===== src/mips_consts.svh =====
`ifndef MIPS_CONSTS_SVH
`define MIPS_CONSTS_SVH

// datapath and memory sizes
`define MIPS_DATA_W    32
`define MIPS_REG_AW    5
`define MIPS_IMEM_AW   7
`define MIPS_DMEM_AW   5

// opcodes, bits 31:26
`define MIPS_OP_RTYPE  6'h00
`define MIPS_OP_ADDI   6'h08
`define MIPS_OP_LW     6'h23
`define MIPS_OP_SW     6'h2b
`define MIPS_OP_BEQ    6'h04
`define MIPS_OP_J      6'h02

// r-type funct codes, bits 5:0
`define MIPS_FN_ADDU   6'h21
`define MIPS_FN_SUBU   6'h23
`define MIPS_FN_AND    6'h24
`define MIPS_FN_OR     6'h25
`define MIPS_FN_SLT    6'h2a

`define MIPS_HALT_WORD 32'hffff_ffff

`endif


===== src/fetch_stage.sv =====
`timescale 1ns/100ps
`include "mips_consts.svh"

module fetch_stage (
	input  logic                     clk,
	input  logic                     rst,
	input  logic                     debug_flag,
	input  logic                     imem_we,
	input  logic [`MIPS_IMEM_AW-1:0] imem_addr,
	input  logic [`MIPS_DATA_W-1:0]  imem_wdata,
	input  logic                     stall,
	input  logic                     halted,
	input  logic                     jump,
	input  logic [`MIPS_DATA_W-1:0]  jump_target,
	input  logic                     branch_taken,
	input  logic [`MIPS_DATA_W-1:0]  branch_target,
	output logic [`MIPS_DATA_W-1:0]  if_instr,
	output logic [`MIPS_DATA_W-1:0]  if_pc4
);

	logic [`MIPS_DATA_W-1:0] imem [0:(1<<`MIPS_IMEM_AW)-1];
	logic [`MIPS_DATA_W-1:0] pc;
	logic [`MIPS_DATA_W-1:0] pc4;
	logic                    hold;
	logic                    flush;

	assign pc4   = pc + `MIPS_DATA_W'(4);
	assign hold  = stall | halted; // load-use or halt seen in decode
	assign flush = debug_flag | branch_taken | jump;

	always_ff @(posedge clk) begin
		if (debug_flag && imem_we) begin
			imem[imem_addr] <= imem_wdata; // program load
		end
	end

	//////////////////////////////////////////////////
	// program counter
	always_ff @(posedge clk) begin
		if (rst || debug_flag) begin
			pc <= '0; // restarts from 0 when debug_flag falls
		end else if (branch_taken) begin
			pc <= branch_target;
		end else if (jump) begin
			pc <= jump_target;
		end else if (!hold) begin
			pc <= pc4;
		end
	end

	//////////////////////////////////////////////////
	// if/id register
	always_ff @(posedge clk) begin
		if (rst || flush) begin
			if_instr <= '0; // all-zero word decodes as a bubble
		end else if (!hold) begin
			if_instr <= imem[pc[`MIPS_IMEM_AW+1:2]];
		end
	end

	always_ff @(posedge clk) begin
		if (!hold) begin
			if_pc4 <= pc4;
		end
	end

	// instruction memory may only change while the pipeline is held
	assert property (@(posedge clk) disable iff (rst) imem_we |-> debug_flag)
		else $error("imem_we high without debug_flag");

endmodule


===== config.mk =====
export PLATFORM = sky130hd
export DESIGN_NAME = fetch_stage
export DESIGN_NICKNAME = d
export VERILOG_FILES = /design/src/fetch_stage.sv
export VERILOG_INCLUDE_DIRS = /design/src /design/src/src
export SDC_FILE = /design/constraint.sdc
export NUM_CORES = 2
export LEC_CHECK = 0
export BUFFER_PORTS_ARGS = -buffer_cell sky130_fd_sc_hd__buf_4
export CORE_ASPECT_RATIO = 1.75
export CORE_UTILIZATION = 30
export CTS_CLUSTER_SIZE = 20
export DETAILED_ROUTE_END_ITERATION = 10
export HOLD_SLACK_MARGIN = 0.1
export PLACE_DENSITY_LB_ADDON = 0.3
export SYNTH_ARGS = -nofsm -noshare
export SYNTH_HDL_FRONTEND = slang
export SYNTH_SLANG_ARGS = --single-unit

===== constraint.sdc =====
create_clock -name clk -period 4.7 [get_ports clk]
set_clock_uncertainty 0.1 [all_clocks]
set_input_delay 0 -clock clk [delete_from_list [all_inputs] [get_ports clk]]
set_output_delay 0 -clock clk [all_outputs]
set_load 0.05 [all_outputs]

; ---- After elaboration in Yosys (flattened, before gate mapping)
; Memory sizes are Yosys's and may differ from the RTL's. A register that Yosys moved wholly into a read port is not among the register bits.
; Cells that the tools add are included.
[totals]
ff_bits = 64
latch_bits = 0
ram_bits = 4096
rom_bits = 0
output_inout_bits = 64
wordCells = 17
n_memories = 1
[memory_table]
columns = name, words, width, rd, rd_clocked_by_memory_dff, write_ports, line
row1 = imem, 128, 32, 1, 1, 1, fetch_stage.sv:21  ; logic [`MIPS_DATA_W-1:0] imem [0:(1<<`MIPS_IMEM_AW)-1];
[classes]
n_addsub = 1
multipliers = 0
div = 0
n_lt_le_gt_ge = 0
eq_ne = 1
shifts = 0
mux = 5
bitwise = 3
n_reduce_logical = 4
[op_table]
columns = op, count
row1 = 2-to-1 mux 32 bit, 3
row2 = adder 32 x 3 -> 32 bit (second input constant), 1
row3 = inequality test 3 bit (second input constant), 1
row4 = OR 1 bit, 3
row5 = logical OR 1 bit, 2
row6 = 2-to-1 mux 1 bit, 2
row7 = logical AND 1 bit, 1
row8 = zero test 1 bit, 1

; ---- Logic depth before layout (Yosys ltp)
[logic_depth]
ltp_word = 4
ltp_mapped = 12
depth_no_buf = 7

; ---- Least setup slack after synthesis
; OpenSTA, ideal clock, no wires.
[synth_timing]
kind = input -> register
from = in imem_addr[2]
to = mem imem[105][0] (netlist bit) (enable)
setup_ns = 0.421
t_arrival_ns = 2.282
required_time_ns = 4.179
slack_ns = 1.896
stages = 4
path_buffers = 1
cell_sequence = or3b_2 -> nand2b_1 -> clkbuf_1 -> nor2_1
[synth_lines]
columns = item, line
row1 = start: declaration, fetch_stage.sv:9  ; input logic [`MIPS_IMEM_AW-1:0] imem_addr,
row2 = end: declaration, fetch_stage.sv:21
; No word-level cell before the write port.

==> summary.txt <==
Status
  – Status: completed

Yosys
  – Register area share after synthesis: 77.75%
  – Post-Syn Area per Cell: 21.47 sq um
  – Asr flop ratio synth: 0%
  – Largest cells by area after synthesis: edfxtp_1, mux4_2, mux2i_1, dfxtp_1, a22oi_1
  – Post-synthesis cell count: 7502
  – #FFs+latches synth: 4192
  – Syn Nets: 7614
  – Yosys cell types: 66
  – Main synth FF type: edfxtp_1
  – Post-synth top area share: 76.96%
  – Synth area leader: edfxtp_1
  – EDFF count, synth: 4128
  – Yosys warning count: 0
  – Synth Cell Area: 161100 sq um

Finish
  – Most frequent cells in the layout: edfxtp_1, mux4_2, buf_4
  – Most common cell after layout, fill and taps aside: edfxtp_1
  – Finished Cell Area: 189200 sq um
  – Layout cell share with drive strength beyond 1: 26.55%
  – # nets final: 8432
  – Synth-to-layout area growth: 17.46%

Timing
  – Hold Vio Cnt, Final: 0
  – Final worst-path cycle share: 97.08%
  – RSZ-0062 raised after global routing: false
  – Final Max Tran Viols: 0
  – Worst-margin pin slew: 1.456 ns
  – Setup Viol. Count Final: 0
  – Final worst slack: 0.1373 ns
  – Fin crit period: 4.563 ns
  – Fmax: 0.2192 GHz
  – Slew HR: 2.182%

Worst setup path
  – Worst-path cell chain: buf_12 > buf_4 > buf_4 > mux4_2 > a22oi_1 > a21oi_1 > nor3_1 > buf_4 > nand3_1 > and3_1
  – Reg-to-reg endpoint: if_instr[6]$_SDFFE_PP0P_
  – Worst path bufs/invs: 4
  – R2R Setup Slk: 0.14 ns
  – Worst Path Required: 5.42 ns
  – Crit Path Max Fanout: 23
  – Critical Path Start Type: register
  – Reg2Reg Launch Point: pc[2]$_SDFFE_PP0P_
  – Crit-path slowest cell: nor3_1
  – Worst Setup End Kind: register
  – Setup CP Type: reg2reg
  – Delay-heaviest family, CP: simple AND/OR/NAND/NOR gates
  – Crit path largest cell delay: 1.22 ns
  – R2r worst-path depth: 10
  – Most frequent CP cell: buf_4
  – Crit path DAT: 5.29 ns

Clock network
  – Clk root buf: clkbuf_16
  – Clk Latency, worst-skew pair: 0.98 ns
  – Post-cts gate resize count: 0
  – Total CTS buffers: 360
  – CTS tree: built
  – Max Buffers Root-to-Sink: 4
  – Clk slew on worst S/H paths: 0.07 ns
  – # clock sinks: 4192
  – H-tree depth: 5

GRT
  – Vias in the first global route: 83.98k
  – Global Route Usage Sum: 18.31%
  – Global-route wire length before repair: 691600 um
  – Largest net degree at the start of global routing: 129
  – Initial antenna violation count: 42
  – Overflow after GRT: 0

Detailed routing
  – Wire per inst: 31.87 um
  – DR vias: 81.16k
  – Final wirelength: 503000 um
  – Drt initial violations: 8372
  – Initial DRT Pass Iterations: 6
  – Post-route DRC violation count: 0
  – Post-route ant nets: 0
  – Via density: 5.142

Floorplanning
  – Chip Width: 555.9 um
  – Io pins: 175
  – Core box area: 534300 sq um
  – Core Rows: 355
  – Full die area: 540000 sq um
  – DIE HEIGHT: 971.3 um
  – Initial cell density of the core: 30.15%

Job
  – Max_cap viols: 0

Hold path
  – Hold/Removal Path Class: in2reg
  – Hold Path Stages: 2
  – HP Start: imem_wdata[22]
  – Worst hold endpoint: imem[126][22]$_DFFE_PP_

Placement
  – Post-Place Cell Area: 174800 sq um
  – Detailed Place HPWL: 311500 um
  – Port buffer count: 174
  – RD Place Congestion: 0.8580
  – Setup Slack @ Placement: 0.1640 ns

Power and ir drop
  – Combinational Power Share: 5.7%
  – Sw frac: 22.30%
  – Clk pwr share: 40.0%
  – Psw: 16.94 mW
  – Int Power: 59.04 mW
  – Flop pwr share: 54.2%
  – Pleak: 57.56 nW
  – Pwr Density: 401.6 nW/um^2
  – Max VDD drop: 0.3166 mV
-- metrics by stage --
step / cells / util [%] / hold WS (ns) / setup TNS (ns) / power, mW
floorplan: 7502 / - / -0.001131 / 0 / 43.91
global placement: 14850 / 32.70 / 0.1444 / -0.5608 / 46.17
global route: 15770 / 35.40 / 0.1063 / 0 / 77.84
CTS: 15760 / 35.39 / 0.1005 / 0 / 76.54
finish: 15780 / 35.41 / 0.08402 / 0 / 75.98
detailed placement: 14850 / 32.71 / 0.1419 / 0 / 46.24
-- metal layers --
| metal | share of wire [%] | global-route usage, % | routed length, um | vias up |
|---|---|---|---|---|
| met1 | 36 | 20.75 | 179000 | 44360 |
| met3 | 5.4 | 2.264 | 27100 | 686 |
| met4 | 5.9 | 9.498 | 29760 | 10 |
| met5 | 0.013 | 0 | 67 | - |
| li1 | - | - | - | 33260 |
| met2 | 53 | 33.53 | 267100 | 2840 |
-- cell families (layout without fill, tap and decap cells) --
logic type / count (synthesis) / count (layout) / synth area share [%]
adders and majority gates: 1 / 1 / 0.007766
xor gates and xnor gates: 31 / 31 / 0.1686
muxes: 1255 / 1255 / 14.52
and+or+nand+nor: 809 / 809 / 2.384
DFF: 4192 / 4192 / 77.75
buffers and inverters: 451 / 1570 / 1.486
AOI/OAI and AO/OA: 763 / 763 / 3.685
other: 0 / 23 / 0
-- final cells by class --
cell class                      instances  area, sq um
Clock inverter                        219         2267
Antenna cell                           23        57.56
Tap cell                             7140         8934
Inverter                                6        27.53
Fill cell                           49060       345100
Clock buffer                          444         9509
Sequential cell                      4192       125300
Timing Repair Buffer                  901         8368
Multi-Input combinational cell       2859        34780
-- synthesized netlist by cell type, types with 40 or more instances --
cell type	number
nand2_1	229
mux4_2	865
and3_1	40
a221oi_1	65
edfxtp_1	4128
nor2_1	220
o22ai_1	70
nand3_1	91
clkbuf_1	196
a21oi_1	122
buf_2	142
nor2b_1	98
a22oi_1	131
mux2i_1	390
buf_4	43
dfxtp_1	64
a211oi_1	72
buf_6	46
-- worst reg2reg max path, stage by stage (launching register included) --
cell     delay (ns)
dfxtp_4        0.62
buf_12         0.36
buf_4          0.44
buf_4          0.29
mux4_2         0.51
a22oi_1        0.19
a21oi_1        0.25
nor3_1         1.22
buf_4          0.26
nand3_1        0.08
and3_1         0.15
-- worst max-delay path by stage --
stage	slack (ns)	start	to	cells after the start
2_1_floorplan	1.90	imem_addr[2]	imem[105][0]$_DFFE_PP_	4
3_3_place_gp	-0.56	pc[3]$_SDFFE_PP0P_	if_instr[2]$_SDFFE_PP0P_	8
3_5_place_dp	0.16	pc[2]$_SDFFE_PP0P_	if_instr[6]$_SDFFE_PP0P_	10
4_1_cts	0.13	pc[3]$_SDFFE_PP0P_	pc[6]$_SDFFE_PP0P_	11
5_1_grt	0.14	pc[4]$_SDFFE_PP0P_	pc[27]$_SDFFE_PP0P_	8
6_report	0.14	pc[2]$_SDFFE_PP0P_	if_instr[6]$_SDFFE_PP0P_	10
-- what timing repair did --
item,4_1_cts,5_1_grt
endpoints found under the hold margin,5095,0
hold buffers,243,0
endpoints found under the setup margin,0,2
setup buffers,0,1
-- flip-flops by register name, indices dropped and copies added, names as in the netlist --
| signal | count |
|---|---|
| if_pc4 | 32 |
| pc | 32 |
| if_instr | 32 |
| imem | 4096 |
-- power groups by stage --
| stage | sequential, mW | combinational (mW) | clock, mW |
|---|---|---|---|
| 2_1_floorplan | 42.0 | 1.88 | 0 |
| 3_3_place_gp | 42.0 | 4.14 | 0 |
| 3_5_place_dp | 42.0 | 4.20 | 0 |
| 4_1_cts | 41.2 | 4.42 | 30.9 |
| 5_1_grt | 41.2 | 4.54 | 32.1 |
| 6_report | 41.2 | 4.36 | 30.4 |
No activity file was read; power rests on OpenSTA's default activity.
