### config.mk
export PLATFORM = sky130hd
export DESIGN_NAME = execute_stage
export DESIGN_NICKNAME = d
export VERILOG_FILES = /design/src/mips_pkg.sv /design/src/execute_stage.sv
export VERILOG_INCLUDE_DIRS = /design/src /design/src/src
export SDC_FILE = /design/constraint.sdc
export NUM_CORES = 1
export LEC_CHECK = 0
export BUFFER_PORTS_ARGS = -buffer_cell sky130_fd_sc_hd__buf_2
export CAP_MARGIN = 5
export CORE_MARGIN = 3
export CORE_UTILIZATION = 50
export DETAILED_ROUTE_END_ITERATION = 6
export MAX_ROUTING_LAYER = met4
export PLACE_DENSITY = 0.85
export SLEW_MARGIN = 10
export SYNTH_ARGS = -nofsm -noshare
export SYNTH_HDL_FRONTEND = slang
export SYNTH_SLANG_ARGS = --single-unit
### constraint.sdc
create_clock -name clk -period 6.45 [get_ports clk]
set_clock_uncertainty 0.1 [all_clocks]
set_input_delay 0.3225 -clock clk [delete_from_list [all_inputs] [get_ports clk]]
set_output_delay 0.3225 -clock clk [all_outputs]
set_load 0.02 [all_outputs]
### src/mips_consts.svh
`ifndef MIPS_CONSTS_SVH
`define MIPS_CONSTS_SVH

// datapath and memory sizes
`define MIPS_DATA_W    32
`define MIPS_REG_AW    5
`define MIPS_IMEM_AW   7
`define MIPS_DMEM_AW   5

// opcodes, bits 31:26
`define MIPS_OP_RTYPE  6'h00
`define MIPS_OP_ADDI   6'h08
`define MIPS_OP_LW     6'h23
`define MIPS_OP_SW     6'h2b
`define MIPS_OP_BEQ    6'h04
`define MIPS_OP_J      6'h02

// r-type funct codes, bits 5:0
`define MIPS_FN_ADDU   6'h21
`define MIPS_FN_SUBU   6'h23
`define MIPS_FN_AND    6'h24
`define MIPS_FN_OR     6'h25
`define MIPS_FN_SLT    6'h2a

`define MIPS_HALT_WORD 32'hffff_ffff

`endif

### src/mips_pkg.sv
package mips_pkg;

	typedef enum logic [2:0] {
		alu_add,
		alu_sub,
		alu_and,
		alu_or,
		alu_slt
	} alu_op_t;

	// consumed in execute
	typedef struct packed {
		alu_op_t alu_op;
		logic    alu_src_imm; // operand b from immediate
		logic    branch;      // beq
	} ex_ctrl_t;

	// consumed in memory and writeback
	typedef struct packed {
		logic mem_read;
		logic mem_write;
		logic reg_write;
		logic mem_to_reg; // load data to rf
		logic halt;
	} mem_ctrl_t;

endpackage

### src/execute_stage.sv
`timescale 1ns/100ps
`include "mips_consts.svh"

module execute_stage import mips_pkg::*; (
	input  logic                    clk,
	input  logic                    rst,
	input  logic                    branch_taken,
	input  logic [`MIPS_DATA_W-1:0] id_pc4,
	input  logic [`MIPS_DATA_W-1:0] id_rs_data,
	input  logic [`MIPS_DATA_W-1:0] id_rt_data,
	input  logic [`MIPS_DATA_W-1:0] id_imm,
	input  logic [`MIPS_REG_AW-1:0] id_rs,
	input  logic [`MIPS_REG_AW-1:0] id_rt,
	input  logic [`MIPS_REG_AW-1:0] id_dest,
	input  ex_ctrl_t                id_ex_ctrl,
	input  mem_ctrl_t               id_mem_ctrl,
	input  logic [`MIPS_DATA_W-1:0] mem_fwd_data,
	input  logic [`MIPS_REG_AW-1:0] mem_fwd_dest,
	input  logic                    mem_fwd_we,
	input  logic                    wb_we,
	input  logic [`MIPS_REG_AW-1:0] wb_dest,
	input  logic [`MIPS_DATA_W-1:0] wb_data,
	output logic [`MIPS_DATA_W-1:0] ex_alu,
	output logic [`MIPS_DATA_W-1:0] ex_store_data,
	output logic [`MIPS_REG_AW-1:0] ex_dest,
	output logic                    ex_zero,
	output logic                    ex_branch,
	output logic [`MIPS_DATA_W-1:0] ex_branch_target,
	output mem_ctrl_t               ex_mem_ctrl
);

	logic [`MIPS_DATA_W-1:0] op_a;
	logic [`MIPS_DATA_W-1:0] rt_val;
	logic [`MIPS_DATA_W-1:0] op_b;
	logic [`MIPS_DATA_W-1:0] alu_y;

	// memory stage wins over writeback, the younger result
	function automatic logic [`MIPS_DATA_W-1:0] fwd(input logic [`MIPS_REG_AW-1:0] src,
		input logic [`MIPS_DATA_W-1:0] reg_val);
		if (mem_fwd_we && mem_fwd_dest != '0 && mem_fwd_dest == src) begin
			return mem_fwd_data;
		end
		if (wb_we && wb_dest != '0 && wb_dest == src) begin
			return wb_data;
		end
		return reg_val;
	endfunction

	always_comb begin
		op_a   = fwd(id_rs, id_rs_data);
		rt_val = fwd(id_rt, id_rt_data); // also the store data
		op_b   = id_ex_ctrl.alu_src_imm ? id_imm : rt_val;
	end

	always_comb begin
		case (id_ex_ctrl.alu_op)
			alu_add: alu_y = op_a + op_b;
			alu_sub: alu_y = op_a - op_b;
			alu_and: alu_y = op_a & op_b;
			alu_or:  alu_y = op_a | op_b;
			alu_slt: alu_y = `MIPS_DATA_W'($signed(op_a) < $signed(op_b));
			default: alu_y = op_a + op_b;
		endcase
	end

	//////////////////////////////////////////////////
	// ex/mem register
	always_ff @(posedge clk) begin
		if (rst || branch_taken) begin
			ex_mem_ctrl <= '0; // squash the slot behind a taken beq
			ex_branch   <= 1'b0;
		end else begin
			ex_mem_ctrl <= id_mem_ctrl;
			ex_branch   <= id_ex_ctrl.branch;
		end
	end

	always_ff @(posedge clk) begin
		ex_alu           <= alu_y;
		ex_store_data    <= rt_val;
		ex_dest          <= id_dest;
		ex_zero          <= (alu_y == '0);
		ex_branch_target <= id_pc4 + (id_imm << 2);
	end

endmodule

* Word level (Yosys, flattened, before mapping)
Cells that the tools add are included.
W data, S select, Z words.
** Storage, ports and cells
- Flip-flop bits (word level) :: 108
- Output and inout port bits :: 108
** Operators by class
- $add $sub $neg :: 3
- Magnitude comparators :: 1
- Eq/ne operators :: 8
- Muxes and demuxes :: 16
- Bitwise gates (word level) :: 2
- Reductions and logical operators :: 10
** Operators with widths (count)
- $mux W32 :: 9
- $pmux W32 S4 :: 1
- $add A32 B32 Y32 :: 2
- $and A32 B32 Y32 :: 1
- $logic_not A32 Y1 :: 1
- $lt A32 B32 Y1 :: 1
- $or A32 B32 Y32 :: 1
- $sub A32 B32 Y32 :: 1
- $eq A5 B5 Y1 :: 4
- $reduce_bool A5 Y1 :: 2
- $eq A3 B2 Y1 const B :: 2
- $logic_and A1 B1 Y1 :: 6
- $mux W1 :: 6
- $eq A3 B1 Y1 const B :: 1
- $eq A3 B3 Y1 const B :: 1
- $logic_or A1 B1 Y1 :: 1

* Longest topological paths before layout
- Depth after elaboration :: 11
- Gate-level depth with buffers :: 20

* Worst setup path before layout
Ideal clock, no wire load.
- Path type :: input to register
- From :: input wb_dest[4]
- To :: register ex_zero
- Arrival :: 5.040 ns
- Setup slack :: 1.222 ns
- Stages :: 19
- Path buffers :: 1
- Cells stage by stage :: xnor2_1 nand3_1 nor4_1 clkbuf_1 mux2i_1 o21ai_0 mux2_2 ha_1 nand4_2 or3_1 o2111ai_1 a21oi_1 or2_4 o41a_1 o21bai_1 mux2_4 a2111oi_4 nand3_1 nor4_2
** Between the ends
- Cells in the longest elaborated chain, start to end :: 11
- Elaborated cells on any way between the ends :: 24
- Classes of those cells :: add/sub (2); order compare (1); eq/ne (2); mux (12); bitwise (2); reduce/logical (5)
** RTL lines
- start: declaration :: RTL line execute_stage.sv:21 : input logic [`MIPS_REG_AW-1:0] wb_dest,
- $reduce_bool A5 Y1 :: RTL line execute_stage.sv:43 : if (wb_we && wb_dest != '0 && wb_dest == src) begin
- $logic_and A1 B1 Y1 :: RTL line execute_stage.sv:43
- $logic_and A1 B1 Y1 * :: RTL line execute_stage.sv:43
- $mux W1 (2 in series) :: RTL line execute_stage.sv:43
- $mux W32 * :: RTL line execute_stage.sv:46 : return reg_val;
- $mux W32 * :: RTL line execute_stage.sv:43
- named net rt_val[14] :: RTL line execute_stage.sv:33 : logic [`MIPS_DATA_W-1:0] rt_val;
- $mux W32 * :: RTL line execute_stage.sv:52 : op_b = id_ex_ctrl.alu_src_imm ? id_imm : rt_val;
- $add A32 B32 Y32 (tied with other cells) :: RTL line execute_stage.sv:57, execute_stage.sv:62
- $pmux W32 S4 * :: RTL line execute_stage.sv:56 : case (id_ex_ctrl.alu_op)
- $logic_not A32 Y1 * :: RTL line execute_stage.sv:82 : ex_zero <= (alu_y == '0);
- end signal: assignment :: RTL line execute_stage.sv:82
- end: declaration :: RTL line execute_stage.sv:26 : output logic ex_zero,
Mark *: on every way through the listed nets, which the timed path passes. The rest lies on a longest branch. The select of a mux whose other input is x is not followed.
A chain may end at the register's enable or synchronous reset.

* Worst setup path in the final report
- From :: input wb_dest[4]
- To :: register ex_zero
** Between the ends
- Cells in the longest elaborated chain, start to end :: 11
- Elaborated cells on any way between the ends :: 24
- Classes of those cells :: add/sub (2); order compare (1); eq/ne (2); mux (12); bitwise (2); reduce/logical (5)
** RTL lines (RTL line)
- $reduce_bool A5 Y1 :: execute_stage.sv:43
- $logic_and A1 B1 Y1 (2 in series) :: execute_stage.sv:43
- $mux W1 (2 in series) :: execute_stage.sv:43
- $mux W32 :: execute_stage.sv:46
- $mux W32 :: execute_stage.sv:43
- $mux W32 :: execute_stage.sv:52
- $add A32 B32 Y32 (tied with other cells) :: execute_stage.sv:57, execute_stage.sv:62
- $pmux W32 S4 * :: execute_stage.sv:56
- $logic_not A32 Y1 * :: execute_stage.sv:82
Mark *: on every way between the ends. The rest lies on a longest branch, timed or not. The select of a mux whose other input is x is not followed.

==> key figures <==
Global route
  – Largest net degree at the start of global routing: 65
  – Total Routing Usage GR: between 30% and 40%
  – Number of global-route vias before repair: 11740
  – First-pass GRT wire length: between 60000 and 70000 um
  – Global route overflow: 0
  – Initial antenna violation count: 5

Clock network
  – Number of buffers created by CTS: 9
  – CTS Sinks: approximately 110
  – Clock slew at reported path FFs: roughly 90 ps
  – CTS tree: built
  – Post-CTS setup buffers: 0
  – Maximum clock path buffer count: 2
  – Clk root buf: clkbuf_16
  – Total number of H-tree levels: 3

Detailed routing
  – WL/cell: ~23 um
  – ANT nets after route: 0
  – Detailed Route Iter0 Violations: approximately 1500
  – WL final: ~47000 um
  – Post-route DRC: 1
  – Vias per cell: roughly 6.2
  – Pre-Repair DR Iteration Count: 7
  – Vias: 12630

Yosys
  – Synth warnings: 0
  – Syn_nets: roughly 1800
  – Post-synth EDFFs: 0
  – Seq/Total Area, Yosys: about a fifth
  – #FFs+latches synth: roughly 110
  – Syn_area_per_cell: about 7.9 um^2
  – Top_reg_cell synth: dfxtp_1
  – Post-Syn Instances: 1423
  – Async SR Flop Fraction: 0%
  – Post-synthesis cell type count: 94
  – Post-Syn Area: between 10000 and 15000 um^2

Place
  – Pre-CTS setup slack: 86.39 ps
  – Dpl hpwl: about 38000 um
  – Port Buf Inserts: around 340
  – Routability congestion estimate: 1.039

Finish
  – Commonest non-fill, non-tap cell in the layout: buf_2
  – P&R area growth vs syn: 20.99%
  – Nets@finish: between 2000 and 2500
  – Most frequent cells in the layout: buf_2 (339), ha_1 (125), nand2_1 (116)
  – Final Util: 61.74%
  – Share of post-route cells with drive strength above 1: 26.74%

Run status
  – Failing checks: DRC
  – Status: finished with violations

STA
  – Worst slew margin: 26.64%
  – Unrepaired setup endpoints after global routing: false
  – Final count of hold timing violations: 0
  – Slew Viols, Final: 0
  – Final period util: between 90% and 100%
  – Peak Freq: ~170 MHz
  – Worst Hold Slack: a little over 50 ps
  – Fin Setup TNS: 0 ps
  – Worst setup margin: roughly 600 ps
  – Count of final setup violators: 0
  – Worst slew pin tran: between 1000 and 1500 ps
  – Crit path time final: a little under 6000 ps

Setup path
  – CP endpoint kind: flop
  – CP max stage delay: roughly 960 ps
  – CP max-delay cell: nor4_2
  – Startpoint types: input pin
  – Critical path's top delay family: simple AND/OR/NAND/NOR gates
  – Crit Path Max Fanout: 12
  – CP Class: input pin to flop
  – CP Cell Sequence: buf_2 -> or4_1 -> o21ai_0 -> nor4_2 -> buf_4 -> mux2i_1 -> o21ai_0 -> ha_1 -> nand4_1 -> nor4_1 -> a21oi_1 -> or2_4 -> o41a_1 -> o21bai_1 -> mux2_4 -> a2111oi_4 -> nand3_1 -> nor4_2
  – Worst EP required: roughly 6700 ps
  – Worst EP arrival: roughly 6100 ps
  – Worst path buffer plus inverter count: 2

Floorplan
  – Ports: 340
  – Die width: 155.5 um
  – Die ar.: roughly 24000 um^2
  – Die height: 155.5 um
  – Core area: ~22000 um^2
  – Initial Util: 51.03%
  – Num rows: 54

Worst hold path
  – Worst Hold Path EP: ex_mem_ctrl[2]$_SDFF_PP0_
  – Hold_sp: id_mem_ctrl[2]
  – Worst Hold Depth: 2
  – Tightest Hold Check Type: input pin to flop

Power
  – Static leakage: around 6.3 nW
  – Worst VDD drop: roughly 0.00011 V
  – Power Density: between 200 and 250 nW/um^2
  – Power Total: 2.893 mW

Flow run
  – Max Cap Viol: 0
-- cell usage after synthesis, types with 14 or more instances --
cell	n	area, um^2
nor4_1	16	100.1
nand2_1	116	435.4
nor3_1	34	170.2
xnor2_1	36	315.3
a21oi_1	94	470.5
nand2b_1	17	106.4
o21bai_1	15	112.6
o21ai_0	106	530.5
inv_1	96	360.4
ha_1	125	1564
nor2b_1	15	93.84
dfxtp_1	108	2162
o21a_1	18	135.1
or3_1	14	87.58
mux2i_1	73	730.7
a21o_1	39	292.8
mux2_2	31	349.1
clkbuf_1	44	165.2
nand3_1	26	130.1
nor2_1	94	352.8
a211oi_1	23	172.7
and2_1	15	93.84
xor2_1	16	140.1
-- stage by stage --
stage / std cells / cell area (um^2)
CTS: 2023 / 13490
floorplan: 1423 / 11170
detailed placement: 2000 / 13120
global placement: 2000 / 13120
finish: 2028 / 13520
global route: 2028 / 13520
-- where the power goes --
| part | leakage (nW) | internal [mW] | total [mW] | switching, mW |
|---|---|---|---|---|
| sequential | 0.909 | 0.779 | 0.815 | 0.0360 |
| combinational | 5.25 | 0.542 | 1.46 | 0.922 |
| clock | 0.150 | 0.287 | 0.614 | 0.328 |
| total | 6.31 | 1.61 | 2.89 | 1.29 |
-- timing repair --
action	CTS	global route
endpoints found under the setup margin	0	1
hold buffers	7	0
gates resized for setup	0	1
hold endpoints to repair	7	0
-- layer usage --
metal / share of wire (%) / wire length [um] / vias to the layer above / GRT usage [%]
li1: - / - / 5807 / -
met1: 41 / 19160 / 5909 / 49.88
met2: 45 / 21260 / 801 / 58.27
met3: 10 / 4796 / 114 / 5.953
met4: 3.3 / 1520 / 0 / 12.26
met5: 0 / 0 / - / -
-- worst max-delay path by stage --
stage / end / cells past startpoint / start / slack, ps
floorplan: ex_zero$_DFF_P_ / 19 / wb_dest[4] / 1220
global placement: ex_zero$_DFF_P_ / 19 / wb_dest[0] / 130
detailed placement: ex_zero$_DFF_P_ / 20 / wb_dest[0] / 90
CTS: ex_zero$_DFF_P_ / 19 / wb_dest[0] / 480
global route: ex_zero$_DFF_P_ / 21 / wb_dest[4] / 340
finish: ex_zero$_DFF_P_ / 18 / wb_dest[4] / 600
-- cell type report --
class | count | area, um^2
Antenna cell | 5 | 12.51
Clock buffer | 10 | 239.0
Timing Repair Buffer | 374 | 1989
Fill cell | 1964 | 8376
Inverter | 104 | 390.4
Multi-Input combinational cell | 1141 | 8304
Tap cell | 280 | 350.3
Clock inverter | 6 | 67.56
Sequential cell | 108 | 2162
-- cells by family (layout without fill, tap and decap cells) --
group                      count (synthesis)  in the layout  synth area share [%]
AOI/OAI and AO/OA                        454            454                 27.73
adders and majority gates                128            128                 14.54
buffers and inverters                    174            494                 6.709
muxes                                    105            105                 9.801
other                                      0              5                     0
and+or+nand+nor                          402            402                 17.79
xor gates and xnor gates                  52             52                 4.077
DFF                                      108            108                 19.35
-- sequential cells by signal, indices dropped and copies added, names as in the netlist --
name              flops
ex_alu               32
ex_branch_target     32
ex_store_data        32
ex_dest               5
ex_mem_ctrl           5
ex_branch             1
ex_zero               1
Power figures use the tool's default switching activity.
