<file path="src/mips_consts.svh">
`ifndef MIPS_CONSTS_SVH
`define MIPS_CONSTS_SVH

// datapath and memory sizes
`define MIPS_DATA_W    32
`define MIPS_REG_AW    5
`define MIPS_IMEM_AW   7
`define MIPS_DMEM_AW   5

// opcodes, bits 31:26
`define MIPS_OP_RTYPE  6'h00
`define MIPS_OP_ADDI   6'h08
`define MIPS_OP_LW     6'h23
`define MIPS_OP_SW     6'h2b
`define MIPS_OP_BEQ    6'h04
`define MIPS_OP_J      6'h02

// r-type funct codes, bits 5:0
`define MIPS_FN_ADDU   6'h21
`define MIPS_FN_SUBU   6'h23
`define MIPS_FN_AND    6'h24
`define MIPS_FN_OR     6'h25
`define MIPS_FN_SLT    6'h2a

`define MIPS_HALT_WORD 32'hffff_ffff

`endif

</file>
<file path="src/mips_pkg.sv">
package mips_pkg;

	typedef enum logic [2:0] {
		alu_add,
		alu_sub,
		alu_and,
		alu_or,
		alu_slt
	} alu_op_t;

	// consumed in execute
	typedef struct packed {
		alu_op_t alu_op;
		logic    alu_src_imm; // operand b from immediate
		logic    branch;      // beq
	} ex_ctrl_t;

	// consumed in memory and writeback
	typedef struct packed {
		logic mem_read;
		logic mem_write;
		logic reg_write;
		logic mem_to_reg; // load data to rf
		logic halt;
	} mem_ctrl_t;

endpackage

</file>
<file path="src/decode_stage.sv">
`timescale 1ns/100ps
`include "mips_consts.svh"

module decode_stage import mips_pkg::*; (
	input  logic                    clk,
	input  logic                    rst,
	input  logic [`MIPS_DATA_W-1:0] if_instr,
	input  logic [`MIPS_DATA_W-1:0] if_pc4,
	input  logic                    branch_taken,
	input  logic                    wb_we,
	input  logic [`MIPS_REG_AW-1:0] wb_dest,
	input  logic [`MIPS_DATA_W-1:0] wb_data,
	input  logic [`MIPS_REG_AW-1:0] dbg_reg_addr,
	output logic                    stall,
	output logic                    halted,
	output logic                    jump,
	output logic [`MIPS_DATA_W-1:0] jump_target,
	output logic [`MIPS_DATA_W-1:0] dbg_reg_data,
	output logic [`MIPS_DATA_W-1:0] id_pc4,
	output logic [`MIPS_DATA_W-1:0] id_rs_data,
	output logic [`MIPS_DATA_W-1:0] id_rt_data,
	output logic [`MIPS_DATA_W-1:0] id_imm,
	output logic [`MIPS_REG_AW-1:0] id_rs,
	output logic [`MIPS_REG_AW-1:0] id_rt,
	output logic [`MIPS_REG_AW-1:0] id_dest,
	output ex_ctrl_t                id_ex_ctrl,
	output mem_ctrl_t               id_mem_ctrl
);

	logic [`MIPS_DATA_W-1:0] rf [0:(1<<`MIPS_REG_AW)-1];
	logic [5:0]              opcode;
	logic [5:0]              funct;
	logic [`MIPS_REG_AW-1:0] rs;
	logic [`MIPS_REG_AW-1:0] rt;
	logic [`MIPS_REG_AW-1:0] dest;
	logic [`MIPS_DATA_W-1:0] imm;
	logic [`MIPS_DATA_W-1:0] rs_data;
	logic [`MIPS_DATA_W-1:0] rt_data;
	ex_ctrl_t                ex_ctrl;
	mem_ctrl_t               mem_ctrl;

	// $0 reads zero and a write landing this edge is seen at once
	function automatic logic [`MIPS_DATA_W-1:0] rf_read(input logic [`MIPS_REG_AW-1:0] addr);
		if (addr == '0) begin
			return '0;
		end
		if (wb_we && wb_dest == addr) begin
			return wb_data;
		end
		return rf[addr];
	endfunction

	assign opcode      = if_instr[31:26];
	assign funct       = if_instr[5:0];
	assign rs          = if_instr[25:21];
	assign rt          = if_instr[20:16];
	assign imm         = {{16{if_instr[15]}}, if_instr[15:0]}; // sign extend
	assign jump_target = {if_pc4[31:28], if_instr[25:0], 2'b00};
	assign jump        = (opcode == `MIPS_OP_J);
	assign halted      = (if_instr == `MIPS_HALT_WORD);
	assign stall       = id_mem_ctrl.mem_read && (id_dest == rs || id_dest == rt);

	always_comb begin
		rs_data      = rf_read(rs);
		rt_data      = rf_read(rt);
		dbg_reg_data = rf_read(dbg_reg_addr);
	end

	//////////////////////////////////////////////////
	// instruction decoder
	always_comb begin
		ex_ctrl  = '0;
		mem_ctrl = '0;
		dest     = rt; // i-type writes rt
		case (opcode)
			`MIPS_OP_RTYPE: begin
				dest               = if_instr[15:11];
				mem_ctrl.reg_write = 1'b1;
				case (funct)
					`MIPS_FN_ADDU: ex_ctrl.alu_op = alu_add;
					`MIPS_FN_SUBU: ex_ctrl.alu_op = alu_sub;
					`MIPS_FN_AND:  ex_ctrl.alu_op = alu_and;
					`MIPS_FN_OR:   ex_ctrl.alu_op = alu_or;
					`MIPS_FN_SLT:  ex_ctrl.alu_op = alu_slt;
					default:       mem_ctrl.reg_write = 1'b0; // unsupported funct is a nop
				endcase
			end
			`MIPS_OP_ADDI: begin
				ex_ctrl.alu_src_imm = 1'b1;
				mem_ctrl.reg_write  = 1'b1;
			end
			`MIPS_OP_LW: begin
				ex_ctrl.alu_src_imm = 1'b1;
				mem_ctrl.mem_read   = 1'b1;
				mem_ctrl.reg_write  = 1'b1;
				mem_ctrl.mem_to_reg = 1'b1;
			end
			`MIPS_OP_SW: begin
				ex_ctrl.alu_src_imm = 1'b1;
				mem_ctrl.mem_write  = 1'b1;
			end
			`MIPS_OP_BEQ: begin
				ex_ctrl.alu_op = alu_sub; // zero flag compares rs, rt
				ex_ctrl.branch = 1'b1;
			end
			default: mem_ctrl.halt = halted;
		endcase
	end

	always_ff @(posedge clk) begin
		if (wb_we && wb_dest != '0) begin
			rf[wb_dest] <= wb_data;
		end
	end

	//////////////////////////////////////////////////
	// id/ex register
	always_ff @(posedge clk) begin
		if (rst || branch_taken || stall) begin
			id_ex_ctrl  <= '0; // bubble
			id_mem_ctrl <= '0;
		end else begin
			id_ex_ctrl  <= ex_ctrl;
			id_mem_ctrl <= mem_ctrl;
		end
	end

	always_ff @(posedge clk) begin
		id_pc4     <= if_pc4;
		id_rs_data <= rs_data;
		id_rt_data <= rt_data;
		id_imm     <= imm;
		id_rs      <= rs;
		id_rt      <= rt;
		id_dest    <= dest;
	end

	// the bubble behind a load ends the load-use stall after one cycle
	assert property (@(posedge clk) disable iff (rst) stall |=> !stall)
		else $error("load-use stall held for more than one cycle");

endmodule

</file>
<file path="config.mk">
export PLATFORM = sky130hd
export DESIGN_NAME = decode_stage
export DESIGN_NICKNAME = d
export VERILOG_FILES = /design/src/mips_pkg.sv /design/src/decode_stage.sv
export VERILOG_INCLUDE_DIRS = /design/src /design/src/src
export SDC_FILE = /design/constraint.sdc
export NUM_CORES = 2
export LEC_CHECK = 0
export BUFFER_PORTS_ARGS = -buffer_cell sky130_fd_sc_hd__buf_2
export CAP_MARGIN = 10
export CORE_MARGIN = 2
export CORE_UTILIZATION = 41
export CTS_BUF_LIST = sky130_fd_sc_hd__clkbuf_8
export DETAILED_ROUTE_END_ITERATION = 10
export SYNTH_ARGS = -nofsm -noshare
export SYNTH_HDL_FRONTEND = slang
export SYNTH_SLANG_ARGS = --single-unit
</file>
<file path="constraint.sdc">
create_clock -name clk -period 3.45 [get_ports clk]
set_input_delay 0.1725 -clock clk [delete_from_list [all_inputs] [get_ports clk]]
set_output_delay 0.1725 -clock clk [all_outputs]
set_load 0.1 [all_outputs]
</file>
After elaboration in Yosys (flattened, before gate mapping)
Memories as Yosys holds them, arrays and structs flattened.
Cells that the tools add are included.
- magnitude comparators: 0
- reductions and logical operators: 17
- bitwise operators: 0
- mux-type cells: 32
- $mul: 0
- div/mod/pow operators: 0
- shift-type cells: 0
- equal/unequal tests: 16
- add/subtract/negate cells: 0
- operators by type and width (operator ; number):
    two-way mux 32 bit ; 12
    equality test 6 bit, second input constant ; 7
    equality test 32 bit, second input constant ; 1
    equality test 5 bit ; 5
    two-way mux 1 bit ; 16
    zero test 5 bit ; 3
    case mux 3 bit (4 select lines) ; 1
    equality test 6 x 2 -> 1 bit, second input constant ; 1
    equality test 6 x 3 -> 1 bit, second input constant ; 1
    equality test 6 x 4 -> 1 bit, second input constant ; 1
    zero test 6 bit ; 1
    case mux 3 bit (2 select lines) ; 1
    OR reduction 6 bit ; 1
    logical AND 1 bit ; 5
    two-way mux 5 bit ; 1
    nonzero test 5 bit ; 1
    OR reduction 5 bit ; 1
    logical OR 1 bit ; 3
    OR reduction 3 bit ; 1
    case mux 1 bit (2 select lines) ; 1
    OR reduction 2 bit ; 1
- bits of input ports: 110
- latch bits: 0
- register bits: 136
- ROM bits: 0
- logic and storage cells: 80
- bits in writable memories: 1024
- output and inout bits: 220
- memories: 1
- memories (name ; depth ; width ; read ports ; clocked after memory_dff ; wr ports ; line ; text):
    rf ; 32 ; 32 ; 3 ; 0 ; 1 ; decode_stage.sv:30 ; logic [`MIPS_DATA_W-1:0] rf [0:(1<<`MIPS_REG_AW)-1];

Longest topological paths before layout
- word-level depth: 6
- mapped depth: 11

Worst setup path before layout
OpenSTA, ideal clock, no wires.
- path type: input -> register
- start point: input port if_instr[22]
- end point: register id_mem_ctrl[0] in the netlist's numbering
- library setup time: 109 ps
- data required time: 3341 ps
- setup slack: -954 ps
- cell stages on the path: 8
- arrival time: 4295 ps
- cell sequence: buf_4 buf_2 buf_4 nand3_1 nor4_1 nand2_1 nor4_1 nor4b_1
- elaborated cells on any way between the ends: 6
- classes of those cells: eq/ne: 2; reduce/logical: 4
- RTL lines (item ; line ; text):
    start: declaration ; decode_stage.sv:7 ; input logic [`MIPS_DATA_W-1:0] if_instr,
    equality test 32 bit (no source line) ; n/a ;
    named net halted ; decode_stage.sv:15 ; output logic halted,
    end signal: assignment ; decode_stage.sv:124 ; id_mem_ctrl <= mem_ctrl;
    end: declaration ; decode_stage.sv:27 ; output mem_ctrl_t id_mem_ctrl
The timed path passes the listed nets, and every way through them passes these cells.
A chain may end at the register's enable or synchronous reset.

==> reports/qor.yml <==
outcome: "finished, final reports clean"
cpMaxStageDelayCell: "mux4_2"
hold_path_depth: 3
r2r-end: "id_ex_ctrl[2]$_SDFF_PP0_"
antenna_left: 0
p_total_uw: 34940
clock_path_buffers: 3
ys_ff_latch: 1160
post_cts_buffers: 0
synth_top_area_share_pct: 51.31
firstDrtPassIters: 6
design.core.area_sq_um: 145400
final_core_util_pct: 48.71
irDropWorstVdd_uv: 393.0
syn_area_per_cell_sq_um: 17.06
grt_antenna_before_repair: 19
drtIter0Drc: 6255
cp_data_required_time_ps: 3280
vias: 42060
fill_cells: 12180
max_freq_mhz: 305.8
place_congestion: 0.9098
synth_area_leaders: "edfxtp_1 (51%), mux4_2 (23%), mux2i_1 (6.3%)"
start_kind: "register"
worst-path-max-fanout: 3
whs_endpoint: "id_dest[3]$_DFF_P_"
path_clk_slew_ps: 60
reg2reg_from: "id_dest[0]$_DFF_P_"
avgRoutedWirePerCell_um: 37.98
async_flop_share_pct: 0
cts_resized: 0
rrSetupSlack_ps: 1170
nNetsFinal: 4195
synth.distinct_cells: 66
r2r.worst_path.cells: 7
crit_family: "multiplexers"
h-tree-depth: 4
netlist_area_sq_um: 59930
max-slew-margin-rel_pct: 12.06
vias_per_cell: 6.801
start_util_pct: 41.22
yosysTopAreaCell: "edfxtp_1"
rows: 140
crit_chain: "mux4_2, mux2i_1, a211oi_1, nor3_1, nor3_2, buf_12"
clkSinkCount: 1160
worst_clock_skew_ps: 49.27
syn_to_final_growth_pct: 18.15
drc: 0
hold_start: "if_instr[14]"
slew_viol_final: 0
synth_edf_count: 1024
crit_buf_inv: 1
grt_max_degree: 119
rsz0062_at_grt: "false"
grt_pass1_wl_mm: 320.2
hpwl_mm: 140.3
syn_inst: 3514
clk_latency_ps: 970
ys_warn_count: 0
dieArea_sq_um: 149300
max_stage_delay_ps: 490
fin_ws_ps: 179.8
grt_usage_pct: 31.11
finalHoldViolations: 0
setup_viol: 0
path_class: "reg2out"
critical_path_arrival_ps: 3100
ios: 330
p_per_area_nw_per_um2: 493.5
numCtsBuffers: 202
cts_tree: "built"
layout-drive-gt1-share_pct: 35.98
fp.dieH_um: 386.3
fin_crit_ps: 3270
numPortBuffers: 327
dp_worst_setup_slack_ps: 454.5
p_leak_uw: 0.02440
tns_ps: 0
seq_area_frac_synth_pct: 55.85
grt_remaining_overflow: 0
worst_pin_slew_ps: 1316
final.period_utilization_pct: 94.79
grt_pass1_vias: 40830
synth_ff_type: "edfxtp_1"
wl_mm: 234.9
drv_cap: 0
root_buffer: "clkbuf_8"
dieWidth_um: 386.3
fin_area_sq_um: 70810
hp-class: "in2reg"
end_kind: "output port"
place_area_sq_um: 65070
## registers in the layout, indices dropped and copies added (netlist names)
name	count
id_rs_data	32
id_imm	16
id_dest	5
id_pc4	32
rf	1024
id_ex_ctrl	5
id_rt	5
id_mem_ctrl	4
id_rt_data	32
id_rs	5
## what timing repair did
| action | in CTS | in global routing |
|---|---|---|
| hold endpoints to repair | 1158 | 0 |
| endpoints found under the setup margin | 0 | 0 |
| hold buffers | 159 | 0 |
## synthesized netlist by cell type (3+ instances only)
cell type	n
a22o_1	10
nor2b_1	25
mux2i_1	378
o31ai_1	3
nand4_1	11
or3_1	3
a221oi_2	3
nand2_1	102
a32o_1	61
a31oi_1	10
edfxtp_1	1024
a211o_1	3
dfxtp_1	136
buf_12	8
nand3_1	24
a2111oi_0	3
xor2_1	16
nor2_1	116
and2_1	4
mux4_1	18
a22oi_1	116
buf_4	75
nor4_1	7
buf_2	110
buf_6	25
mux4_2	603
a221o_1	31
xnor2_1	10
and3_1	3
nor3b_1	12
nand3b_1	6
o22ai_1	120
buf_8	5
a211oi_1	61
o21ai_0	24
buf_1	21
a221oi_1	28
a21oi_1	54
clkbuf_1	125
mux2_2	15
o221ai_1	27
nand2b_1	11
nor3_1	40
## layout by cell type, fill, tap and decap left out, types with 11 or more instances in the layout
master and instances:
clkinv_1 35, dfxtp_1 136, nand2b_1 11, mux4_1 18
o221ai_1 27, mux2_2 15, nand3_1 23, buf_2 290
bufinv_16 14, nand2_1 100, nor2_4 37, nor3_2 12
clkbuf_8 222, edfxtp_1 1024, nand4_1 11, dlygate4sd3_1 159
o22ai_1 120, nor3b_1 11, nor2b_1 18, inv_1 62
a21oi_1 54, a32o_1 61, buf_4 172, a221o_1 31
nor2_1 81, nor3_1 29, mux4_2 603, xor2_1 16
clkinv_2 33, mux2i_1 378, a221oi_1 28, a211oi_1 55
o21ai_0 24, buf_12 75, a22oi_1 116, conb_1 34
## worst max path at each step
stage          slack [ps]                start  cells past startpoint               end
4_1_cts                90  rf[23][8]$_DFFE_PP_                      6   dbg_reg_data[8]
3_3_place_gp          490      dbg_reg_addr[0]                      9  dbg_reg_data[31]
6_report              180  rf[23][8]$_DFFE_PP_                      6   dbg_reg_data[8]
2_1_floorplan          30         if_instr[29]                      3              jump
5_1_grt                80  rf[23][8]$_DFFE_PP_                      6   dbg_reg_data[8]
3_5_place_dp          450      dbg_reg_addr[0]                      9  dbg_reg_data[31]
## metal layers
metal	routed length (um)	up-vias	GRT usage [%]
li1	-	16190	-
met1	85870	21860	40.83
met2	104600	3333	46.57
met3	32810	658	10.88
met4	11480	22	14.03
met5	150	-	0
## stage by stage
step	std cells	hold slack, ps
after global placement	5639	274.4
final	6185	94.51
after CTS	6175	1.611
after floorplan	3547	200.2
after detailed placement	5639	276.1
after global routing	6180	54.77
## report_power, final
part	internal (uW)	switching, uW
Clock	6980	6070
Sequential	15600	220
Combinational	1910	4150
## cells by family (layout without fill, tap and decap cells)
kind of cell	count (synthesis)	count (layout)	share of synthesized area, %
flops	1160	1160	55.85
xor+xnor	26	26	0.3799
simple gates	378	378	3.019
buf+inv	373	1084	3.662
other cells	1	44	0.006257
compound gates	562	562	7.040
mux	1014	1014	30.04
## layout make-up
class	instances	area (sq um)	share of cell area (%)
timing repair buffer	704	5944	8.395
antenna	10	25.02	0.03534
inverter	3	11.26	0.01590
clock inverter	155	1066	1.505
sequential	1160	33470	47.27
clock buffer	222	3055	4.315
multi-input combinational	2014	24840	35.08
tap	1917	2399	3.387
## worst register-to-register path, cell delays in order (launching register included)
cell           delay (ps)
dfxtp_1               400
xor2_1                160
nor3_1                 70
nand3_1                90
a21boi_2               70
or3_1                 450
a2111oi_0             370
dlygate4sd3_1         620
Note: power is estimated with default switching activity, not from simulation.
