`src/mips_consts.svh`:
```
`ifndef MIPS_CONSTS_SVH
`define MIPS_CONSTS_SVH

// datapath and memory sizes
`define MIPS_DATA_W    32
`define MIPS_REG_AW    5
`define MIPS_IMEM_AW   7
`define MIPS_DMEM_AW   5

// opcodes, bits 31:26
`define MIPS_OP_RTYPE  6'h00
`define MIPS_OP_ADDI   6'h08
`define MIPS_OP_LW     6'h23
`define MIPS_OP_SW     6'h2b
`define MIPS_OP_BEQ    6'h04
`define MIPS_OP_J      6'h02

// r-type funct codes, bits 5:0
`define MIPS_FN_ADDU   6'h21
`define MIPS_FN_SUBU   6'h23
`define MIPS_FN_AND    6'h24
`define MIPS_FN_OR     6'h25
`define MIPS_FN_SLT    6'h2a

`define MIPS_HALT_WORD 32'hffff_ffff

`endif

```
`src/mips_pkg.sv`:
```
package mips_pkg;

	typedef enum logic [2:0] {
		alu_add,
		alu_sub,
		alu_and,
		alu_or,
		alu_slt
	} alu_op_t;

	// consumed in execute
	typedef struct packed {
		alu_op_t alu_op;
		logic    alu_src_imm; // operand b from immediate
		logic    branch;      // beq
	} ex_ctrl_t;

	// consumed in memory and writeback
	typedef struct packed {
		logic mem_read;
		logic mem_write;
		logic reg_write;
		logic mem_to_reg; // load data to rf
		logic halt;
	} mem_ctrl_t;

endpackage

```
`src/memory_stage.sv`:
```
`timescale 1ns/100ps
`include "mips_consts.svh"

module memory_stage import mips_pkg::*; (
	input  logic                     clk,
	input  logic                     rst,
	input  logic                     debug_flag,
	input  logic [`MIPS_DATA_W-1:0]  ex_alu,
	input  logic [`MIPS_DATA_W-1:0]  ex_store_data,
	input  logic [`MIPS_REG_AW-1:0]  ex_dest,
	input  logic                     ex_zero,
	input  logic                     ex_branch,
	input  logic [`MIPS_DATA_W-1:0]  ex_branch_target,
	input  mem_ctrl_t                ex_mem_ctrl,
	input  logic [`MIPS_DMEM_AW-1:0] dbg_mem_addr,
	output logic                     branch_taken,
	output logic [`MIPS_DATA_W-1:0]  branch_target,
	output logic [`MIPS_DATA_W-1:0]  mem_fwd_data,
	output logic [`MIPS_REG_AW-1:0]  mem_fwd_dest,
	output logic                     mem_fwd_we,
	output logic                     wb_we,
	output logic [`MIPS_REG_AW-1:0]  wb_dest,
	output logic [`MIPS_DATA_W-1:0]  wb_data,
	output logic                     halt,
	output logic [`MIPS_DATA_W-1:0]  dbg_mem_data
);

	logic [`MIPS_DATA_W-1:0]  dmem [0:(1<<`MIPS_DMEM_AW)-1];
	logic [`MIPS_DMEM_AW-1:0] dmem_addr;
	logic [`MIPS_DATA_W-1:0]  load_data;

	assign dmem_addr     = ex_alu[`MIPS_DMEM_AW+1:2]; // word address
	assign load_data     = dmem[dmem_addr];
	assign dbg_mem_data  = dmem[dbg_mem_addr];
	assign branch_taken  = ex_branch & ex_zero;
	assign branch_target = ex_branch_target;

	// alu result held here, loads excluded as data is not back yet
	assign mem_fwd_data  = ex_alu;
	assign mem_fwd_dest  = ex_dest;
	assign mem_fwd_we    = ex_mem_ctrl.reg_write & ~ex_mem_ctrl.mem_read;

	always_ff @(posedge clk) begin
		if (ex_mem_ctrl.mem_write) begin
			dmem[dmem_addr] <= ex_store_data;
		end
	end

	//////////////////////////////////////////////////
	// mem/wb register and halt
	always_ff @(posedge clk) begin
		if (rst) begin
			wb_we <= 1'b0;
		end else begin
			wb_we <= ex_mem_ctrl.reg_write;
		end
	end

	always_ff @(posedge clk) begin
		wb_dest <= ex_dest;
		wb_data <= ex_mem_ctrl.mem_to_reg ? load_data : ex_alu;
	end

	always_ff @(posedge clk) begin
		if (rst || debug_flag) begin
			halt <= 1'b0; // cleared by the next program load
		end else if (ex_mem_ctrl.halt) begin
			halt <= 1'b1; // sticky
		end
	end

	assert property (@(posedge clk) disable iff (rst)
		!(ex_mem_ctrl.mem_read && ex_mem_ctrl.mem_write))
		else $error("load and store in the same slot");

endmodule

```
`config.mk`:
```
export PLATFORM = sky130hd
export DESIGN_NAME = memory_stage
export DESIGN_NICKNAME = d
export VERILOG_FILES = /design/src/mips_pkg.sv /design/src/memory_stage.sv
export VERILOG_INCLUDE_DIRS = /design/src /design/src/src
export SDC_FILE = /design/constraint.sdc
export NUM_CORES = 1
export LEC_CHECK = 0
export BUFFER_PORTS_ARGS = -buffer_cell sky130_fd_sc_hd__buf_2
export CAP_MARGIN = 20
export CORE_ASPECT_RATIO = 0.8
export CORE_MARGIN = 2
export CORE_UTILIZATION = 60
export DETAILED_ROUTE_END_ITERATION = 8
export HOLD_SLACK_MARGIN = 0.12
export PLACE_DENSITY = 0.88
export SLEW_MARGIN = 20
export SYNTH_ARGS = -nofsm -noshare
export SYNTH_HDL_FRONTEND = slang
export SYNTH_SLANG_ARGS = --single-unit
export TNS_END_PERCENT = 50
```
`constraint.sdc`:
```
create_clock -name clk -period 5.7 [get_ports clk]
set_clock_uncertainty 0.1 [all_clocks]
set_input_delay 0.57 -clock clk [delete_from_list [all_inputs] [get_ports clk]]
set_output_delay 0.57 -clock clk [all_outputs]
set_load 0.005 [all_outputs]
```
=== Word-level counts from Yosys, hierarchy flattened ===
Memory sizes are Yosys's and may differ from the RTL's.
Cells that the tools add are included.

* Bits in registers: 39
* Bits in writable memories: 1,024
* Input bits: 116
* Output and inout bits: 142
* Word-level logic and storage cells: 12
* Memories: 1

* Mux-type cells: 3
* Bitwise operators: 3
* Reduce and logical (&&, ||, !) cells: 1

{| class="wikitable"
|+ Memory list
! name !! depth !! bits a word !! rd ports !! clocked after memory_dff !! wr ports !! line !! RTL
|-
| dmem || 32 || 32 || 2 || 0 || 1 || memory_stage.sv:28 || <nowiki>logic [`MIPS_DATA_W-1:0] dmem [0:(1<<`MIPS_DMEM_AW)-1];</nowiki>
|}

{| class="wikitable"
|+ Operators with widths
! operator !! number
|-
| 32-bit two-way mux || 1
|-
| 1-bit bitwise AND || 2
|-
| 1-bit two-way mux || 2
|-
| 1-bit logical OR || 1
|-
| 1-bit NOT || 1
|}

=== Longest topological paths before layout ===
Gate-level depths: netlist of run 1.

* Depth in word-level cells: 2
* Depth in mapped cells: 10
* Mapped depth without buffers: 5

=== Worst setup path after synthesis of run 1 ===
No wires, ideal clock.

* Path type: input to register
* From: input ex_alu[3]
* To: memory dmem[8][0] (netlist name) (enable)
* Library setup time: 0.461 ns
* Arrival: 4.121 ns
* Required time: 5.139 ns
* Path slack: 1.018 ns
* Cell stages on the path: 7
* Path buffers: 5
* Cell sequence: buf_2 > buf_4 > buf_4 > buf_1 > or3b_2 > clkbuf_1 > nor3_1

{| class="wikitable"
|+ RTL lines
! item !! line !! RTL
|-
| start: declaration || memory_stage.sv:8 || <nowiki>input logic [`MIPS_DATA_W-1:0] ex_alu,</nowiki>
|-
| end: declaration || memory_stage.sv:28 ||
|}

Straight into the memory's write port.

=== Worst setup path after layout of run 1 ===
* From: input dbg_mem_addr[0]
* To: output dbg_mem_data[12]

* Longest elaborated chain between the ends: 1

{| class="wikitable"
|+ Ends and longest elaborated chain
! item !! line !! RTL
|-
| start: declaration || memory_stage.sv:15 || <nowiki>input logic [`MIPS_DMEM_AW-1:0] dbg_mem_addr,</nowiki>
|-
| memory 32 x 32 bit || -- ||
|-
| end: declaration || memory_stage.sv:25 || <nowiki>output logic [`MIPS_DATA_W-1:0] dbg_mem_data</nowiki>
|}

No other way between the ends.

==> flow_summary.toml, run 1 <==
[outcome]
outcome = "finished, final reports clean"

[sta]
report.final.slew_viol_count = 0
timing.final.crit_share_pct = 68.41
max_slew_margin_pct = 15.82
tightestPinTransition_ps = 1255
grt_setup_unrepaired = "false"
clock.fmax_mhz = 256.5
hold_viol = 0
whs_ps = 209.4
setup_viol = 0
setup_tns_ps = 0
layout_setup_ws_ps = 1801
fin_crit_ps = 3899

[setup_path]
crit_path_end_kind = "output pin"
required_ps = 5030
path_class = "input pin to output pin"
cp.arrival_ps = 3230
cp-start-kind = "input pin"
cp_max_fo = 54

[cts]
clk_pin_slew_ps = 70
cts_root_buf = "clkbuf_16"
cts-buffers-inserted = 98
cts_max_level = 3
clockBufferDepth = 3
cts_resized = 0
clock-sinks = 1063
cts_tree = "yes"
clkLatencyLatePin_ps = 700

[synthesis]
syn_nets = 2438
seq_area_frac_synth_pct = 65.01
synthArstFlopShare_pct = 0
synth-seq-cells = 1063
postSynthAreaPerCell_sq_um = 20.89
synth_edf_count = 1024
syn-cell-area_sq_mm = 0.04850
syn_inst = 2322
yosys_warnings = 0
synth_cell_types = 46
ys.flop_type = "edfxtp_1"

[routing]
drt-wirelength-per-cell_um = 40.73
drt_first_pass_iters = 6
totalWireLength_um = 147400
num_vias = 28459
vias_per_cell = 7.864
drcViolationCount = 0
postRouteAntennaNets = 0
drt_iter0_drc = 5626

[cells_and_area]
drive_above_1_share_pct = 40.13
mostFrequentLayoutCells = "edfxtp_1, mux4_2, buf_2"
layout_commonest_cell = "edfxtp_1"
nFillCells = 4747
final_cell_area_sq_mm = 0.05428
syn_to_final_growth_pct = 11.92
fin_nets = 2603

[floorplanning]
boundaryPins = 258
dieArea_sq_mm = 0.08314
die_x_um = 321.9
rows = 93
die_h_um = 258.3
start_util_pct = 60.41
fp.coreArea_sq_mm = 0.08029

[placed_design]
port_buffers = 193
pre_cts_slack_ps = 1822
place_area_sq_mm = 0.05051
hpwl_um = 79350
gp_congestion = 0.8479

[min_path]
min_path_type = "input pin to flip-flop"

[power]
ir_worst_vdd_mv = 0.2888
powerDensity_mw_per_mm2 = 317.0
leakagePower_nw = 17.46

[grt]
gr-total-overflow = 0
grt_pass1_wl_um = 207800
antenna_found_initial = 8
grt_pass1_vias = 28924
grt_max_degree = 118
grtUsageTotal_pct = 35.76

[run]
drv_cap = 0
-- synthesized netlist by cell type (all sizes together), types with 2 or more instances --
cell	count	area share (%)
o32a	9	0.19
clkbuf	82	0.63
nand3	6	0.062
dfxtp	39	1.6
or3b	2	0.036
mux2	32	0.74
or4	8	0.12
mux2i	132	2.7
nor2	54	0.42
nand4b	3	0.054
o22ai	20	0.26
inv	8	0.062
nand3b	3	0.046
o221ai	22	0.40
a32oi	2	0.036
mux4	527	24
o21a	21	0.33
nand2	23	0.18
o2111ai	20	0.36
nor2b	3	0.039
o21ai	9	0.093
nand4bb	2	0.046
edfxtp	1024	63
o211ai	2	0.031
nand2b	2	0.026
nor3	8	0.083
and2	3	0.039
a21oi	30	0.31
buf	165	2.2
o22a	8	0.14
a22oi	42	0.65
-- area by class of cell --
class	instances	area, sq um	share of cell area (%)
inverter	9	33.78	0.06223
timing repair buffer	312	2217	4.084
clock buffer	116	2584	4.760
sequential	1063	31530	58.09
multi-input combinational	1003	15800	29.10
tap	1045	1308	2.409
clock inverter	66	800.8	1.475
antenna	5	12.51	0.02305
-- through the flow --
stage,utilization [%],power [W],cells
6_report,67.61,0.01721,3619
2_1_floorplan,-,0.009770,2322
3_5_place_dp,62.91,0.01026,3397
5_1_grt,67.60,0.01754,3616
4_1_cts,67.54,0.01719,3612
3_3_place_gp,62.91,0.01021,3397
-- critical path, cell delays in order --
cell and delay (ps):
buf_8 460, buf_12 480, mux4_2 590, mux4_2 510, mux2_2 340, buf_2 150
-- where the power goes --
group	internal [W]	switching [W]	total [W]
sequential	0.00868	0.0000573	0.00873
combinational	0.000637	0.000791	0.00143
clock	0.00406	0.00298	0.00705
total	0.0134	0.00383	0.0172
-- kinds of logic after synthesis --
| group | after synthesis | synth area share [%] |
|---|---|---|
| buffers and inverters | 256 | 2.941 |
| AOI/OAI and AO/OA | 190 | 2.879 |
| muxes | 691 | 27.94 |
| DFF | 1063 | 65.01 |
| and+or+nand+nor | 122 | 1.233 |
-- final timing paths --
kind	end	depth (start not counted)	start	slack, ps
worst max-delay path	dbg_mem_data[12]	6	dbg_mem_addr[0]	1800
worst min-delay path	wb_data[12]	2	ex_alu[12]	210
worst max register to register	wb_data[20]	4	dmem[24][20]	3720
worst min register to register	wb_data[6]	5	dmem[25][6]	730
-- state kept, by name, summed over array words and instances (netlist names) --
| register | flops |
|---|---|
| wb_data | 32 |
| dmem | 1024 |
| halt | 1 |
| wb_dest | 5 |
| wb_we | 1 |
-- what timing repair did --
item	4_1_cts	5_1_grt
hold endpoints to repair	31	0
hold buffers	33	0
buffers inserted	0	0
-- metal layers --
| layer | share of wire, % | vias up | GRT usage (%) | routed length [um] |
|---|---|---|---|---|
| li1 | - | 10411 | - | - |
| met1 | 31 | 14415 | 47.40 | 45810 |
| met2 | 46 | 3012 | 54.22 | 68220 |
| met3 | 17 | 613 | 11.87 | 24650 |
| met4 | 5.9 | 8 | 17.42 | 8680 |
| met5 | 0.035 | - | 0 | 51 |
No activity file was read; power rests on OpenSTA's default activity.
==> inputs of run 2 (changes only) <==
==> constraint.sdc (replaced) <==
create_clock -name clk -period 3.9 [get_ports clk]
set_clock_uncertainty 0.1 [all_clocks]
set_input_delay 0.39 -clock clk [delete_from_list [all_inputs] [get_ports clk]]
set_output_delay 0.39 -clock clk [all_outputs]
set_load 0.005 [all_outputs]
==> run 2 against run 1 <==
Clock power grew 43%. Cell count is 2.5% higher. Core utilization is 1.1 points higher. Largest power group unchanged. Power increased by 45%.
==> flow_summary.toml, run 2 (synthesis gave the netlist of run 1 again) <==
[cts]
cts_tree = "yes"
cts-buffers-inserted = 102
clkLatencyLatePin_ps = 690
clock-sinks = 1063
clk_pin_slew_ps = 60
cts_resized = 0
cts_max_level = 3
cts_root_buf = "clkbuf_16"
clockBufferDepth = 3

[placed_design]
pre_cts_slack_ps = 660.0
gp_congestion = 0.8860
port_buffers = 193
place_area_sq_mm = 0.05112
hpwl_um = 82460

[setup_path]
required_ps = 3410
rr_endpoint = "wb_data[6]"
cp_max_fo = 25
cp-start-kind = "input pin"
path_class = "input pin to output pin"
critPathMaxStageDelay_ps = 540
rr_startpoint = "dmem[16][6]"
crit_start = "dbg_mem_addr[0]"
rr_worst_depth = 5
endpoint = "dbg_mem_data[28]"
cp.arrival_ps = 2790
critPathSlowestCell = "mux4_2"
path_cells = "buf_8, buf_12, buf_12, mux4_2, mux4_2, mux2_2, buf_2"
rrSetupSlack_ps = 1710
crit_path_end_kind = "output pin"

[power]
p_total_w = 0.02503
ir_worst_vdd_mv = 0.4161
powerDensity_mw_per_mm2 = 454.0
leakagePower_nw = 17.87

[cells_and_area]
regMostFlops = "dmem"
top_regs = "dmem (1024), wb_data (32), wb_dest (5)"
largest_reg_flops = 1024
final_cell_area_sq_mm = 0.05514
nFillCells = 4664
layout_commonest_cell = "edfxtp_1"
multi_input_area_sq_mm = 0.01580
mostFrequentLayoutCells = "edfxtp_1, mux4_2, buf_2"
drive_above_1_share_pct = 40.65
seq_area_sq_mm = 0.03153
syn_to_final_growth_pct = 13.69
fin_nets = 2694

[run]
drv_cap = 0

[routing]
totalWireLength_um = 150700
vias_per_cell = 7.851
drt_first_pass_iters = 7
postRouteAntennaNets = 0
drcViolationCount = 0
drt_iter0_drc = 5508
num_vias = 29128
drt-wirelength-per-cell_um = 40.63

[sta]
fin_crit_ps = 3279
grt_setup_unrepaired = "false"
report.final.slew_viol_count = 0
layout_setup_ws_ps = 621.1
clock.fmax_mhz = 305.0
max_slew_margin_pct = 24.36
setup_tns_ps = 0
timing.final.crit_share_pct = 84.07
setup_viol = 0
hold_viol = 0
tightestPinTransition_ps = 1135

[min_path]
min_delay_path_depth = 2
min_path_type = "input pin to flip-flop"

[floorplanning]
dieArea_sq_mm = 0.08314
fp.coreArea_sq_mm = 0.08029
die_x_um = 321.9
start_util_pct = 60.41
boundaryPins = 258
die_h_um = 258.3
rows = 93

[grt]
grt_pass1_wl_um = 214800
gr-total-overflow = 0
antenna_found_initial = 3
grt_pass1_vias = 30055
grt_max_degree = 101
grtUsageTotal_pct = 36.87

[outcome]
outcome = "finished, final reports clean"
==> run 2: cell types whose count changed in the layout (fill, tap and decap cells not counted), sizes merged, moves of 4 or more <==
cell and change:
buf +53, dlygate4sd3 +34, clkbuf +10, bufinv -7, clkinvlp +4, diode -4
==> run 2: per-stage QoR <==
step / instances / hold WS, ps / utilization (%)
6_report: 3710 / 152.4 / 68.68
5_1_grt: 3709 / 164.9 / 68.67
4_1_cts: 3709 / 131.6 / 68.67
3_5_place_dp: 3452 / 386.9 / 63.67
3_3_place_gp: 3452 / 373.2 / 63.67
2_1_floorplan: 2322 / 317.7 / -
==> run 2: layout make-up <==
| cell class | instances | share of cell area [%] |
|---|---|---|
| well taps | 1045 | 2.371 |
| inverters | 9 | 0.06127 |
| clock buffers | 126 | 4.888 |
| clock inverters | 64 | 1.182 |
| flip-flops and latches | 1063 | 57.18 |
| repair buffers | 399 | 5.650 |
| multi-input cells | 1003 | 28.66 |
| diodes | 1 | 0.004538 |
==> run 2: timing repair <==
item | 4_1_cts | 5_1_grt
hold buffers | 67 | 0
endpoints found under the hold margin | 986 | 0
setup buffers | 0 | 0
==> run 2: metal layers <==
layer	vias up	wire (um)	part of all wire (%)	global-route usage (%)
met5	-	24	0.016	0
met2	3125	68680	46	55.25
met4	4	10190	6.8	19.73
met3	737	26340	17	14.72
li1	10591	-	-	-
met1	14671	45500	30	46.89
==> run 2: worst min path at each step <==
| stage | startpoint | to | slack, ps |
|---|---|---|---|
| final | ex_alu[2] | wb_data[2] | 150 |
| after global routing | ex_alu[6] | wb_data[6] | 160 |
| after CTS | ex_store_data[13] | dmem[19][13] | 130 |
| after detailed placement | halt | halt | 390 |
| after global placement | halt | halt | 370 |
| after floorplan | ex_dest[0] | wb_dest[0] | 320 |
==> run 2: report_power, final <==
part / internal (W) / switching, W
clock: 0.00566 / 0.00441
sequential: 0.0127 / 0.0000811
combinational: 0.000989 / 0.00120
==> run 2: critical path: cells and delay by family <==
family                 cells  cell delay, ps
muxes                      3            1390
buffers and inverters      4             920
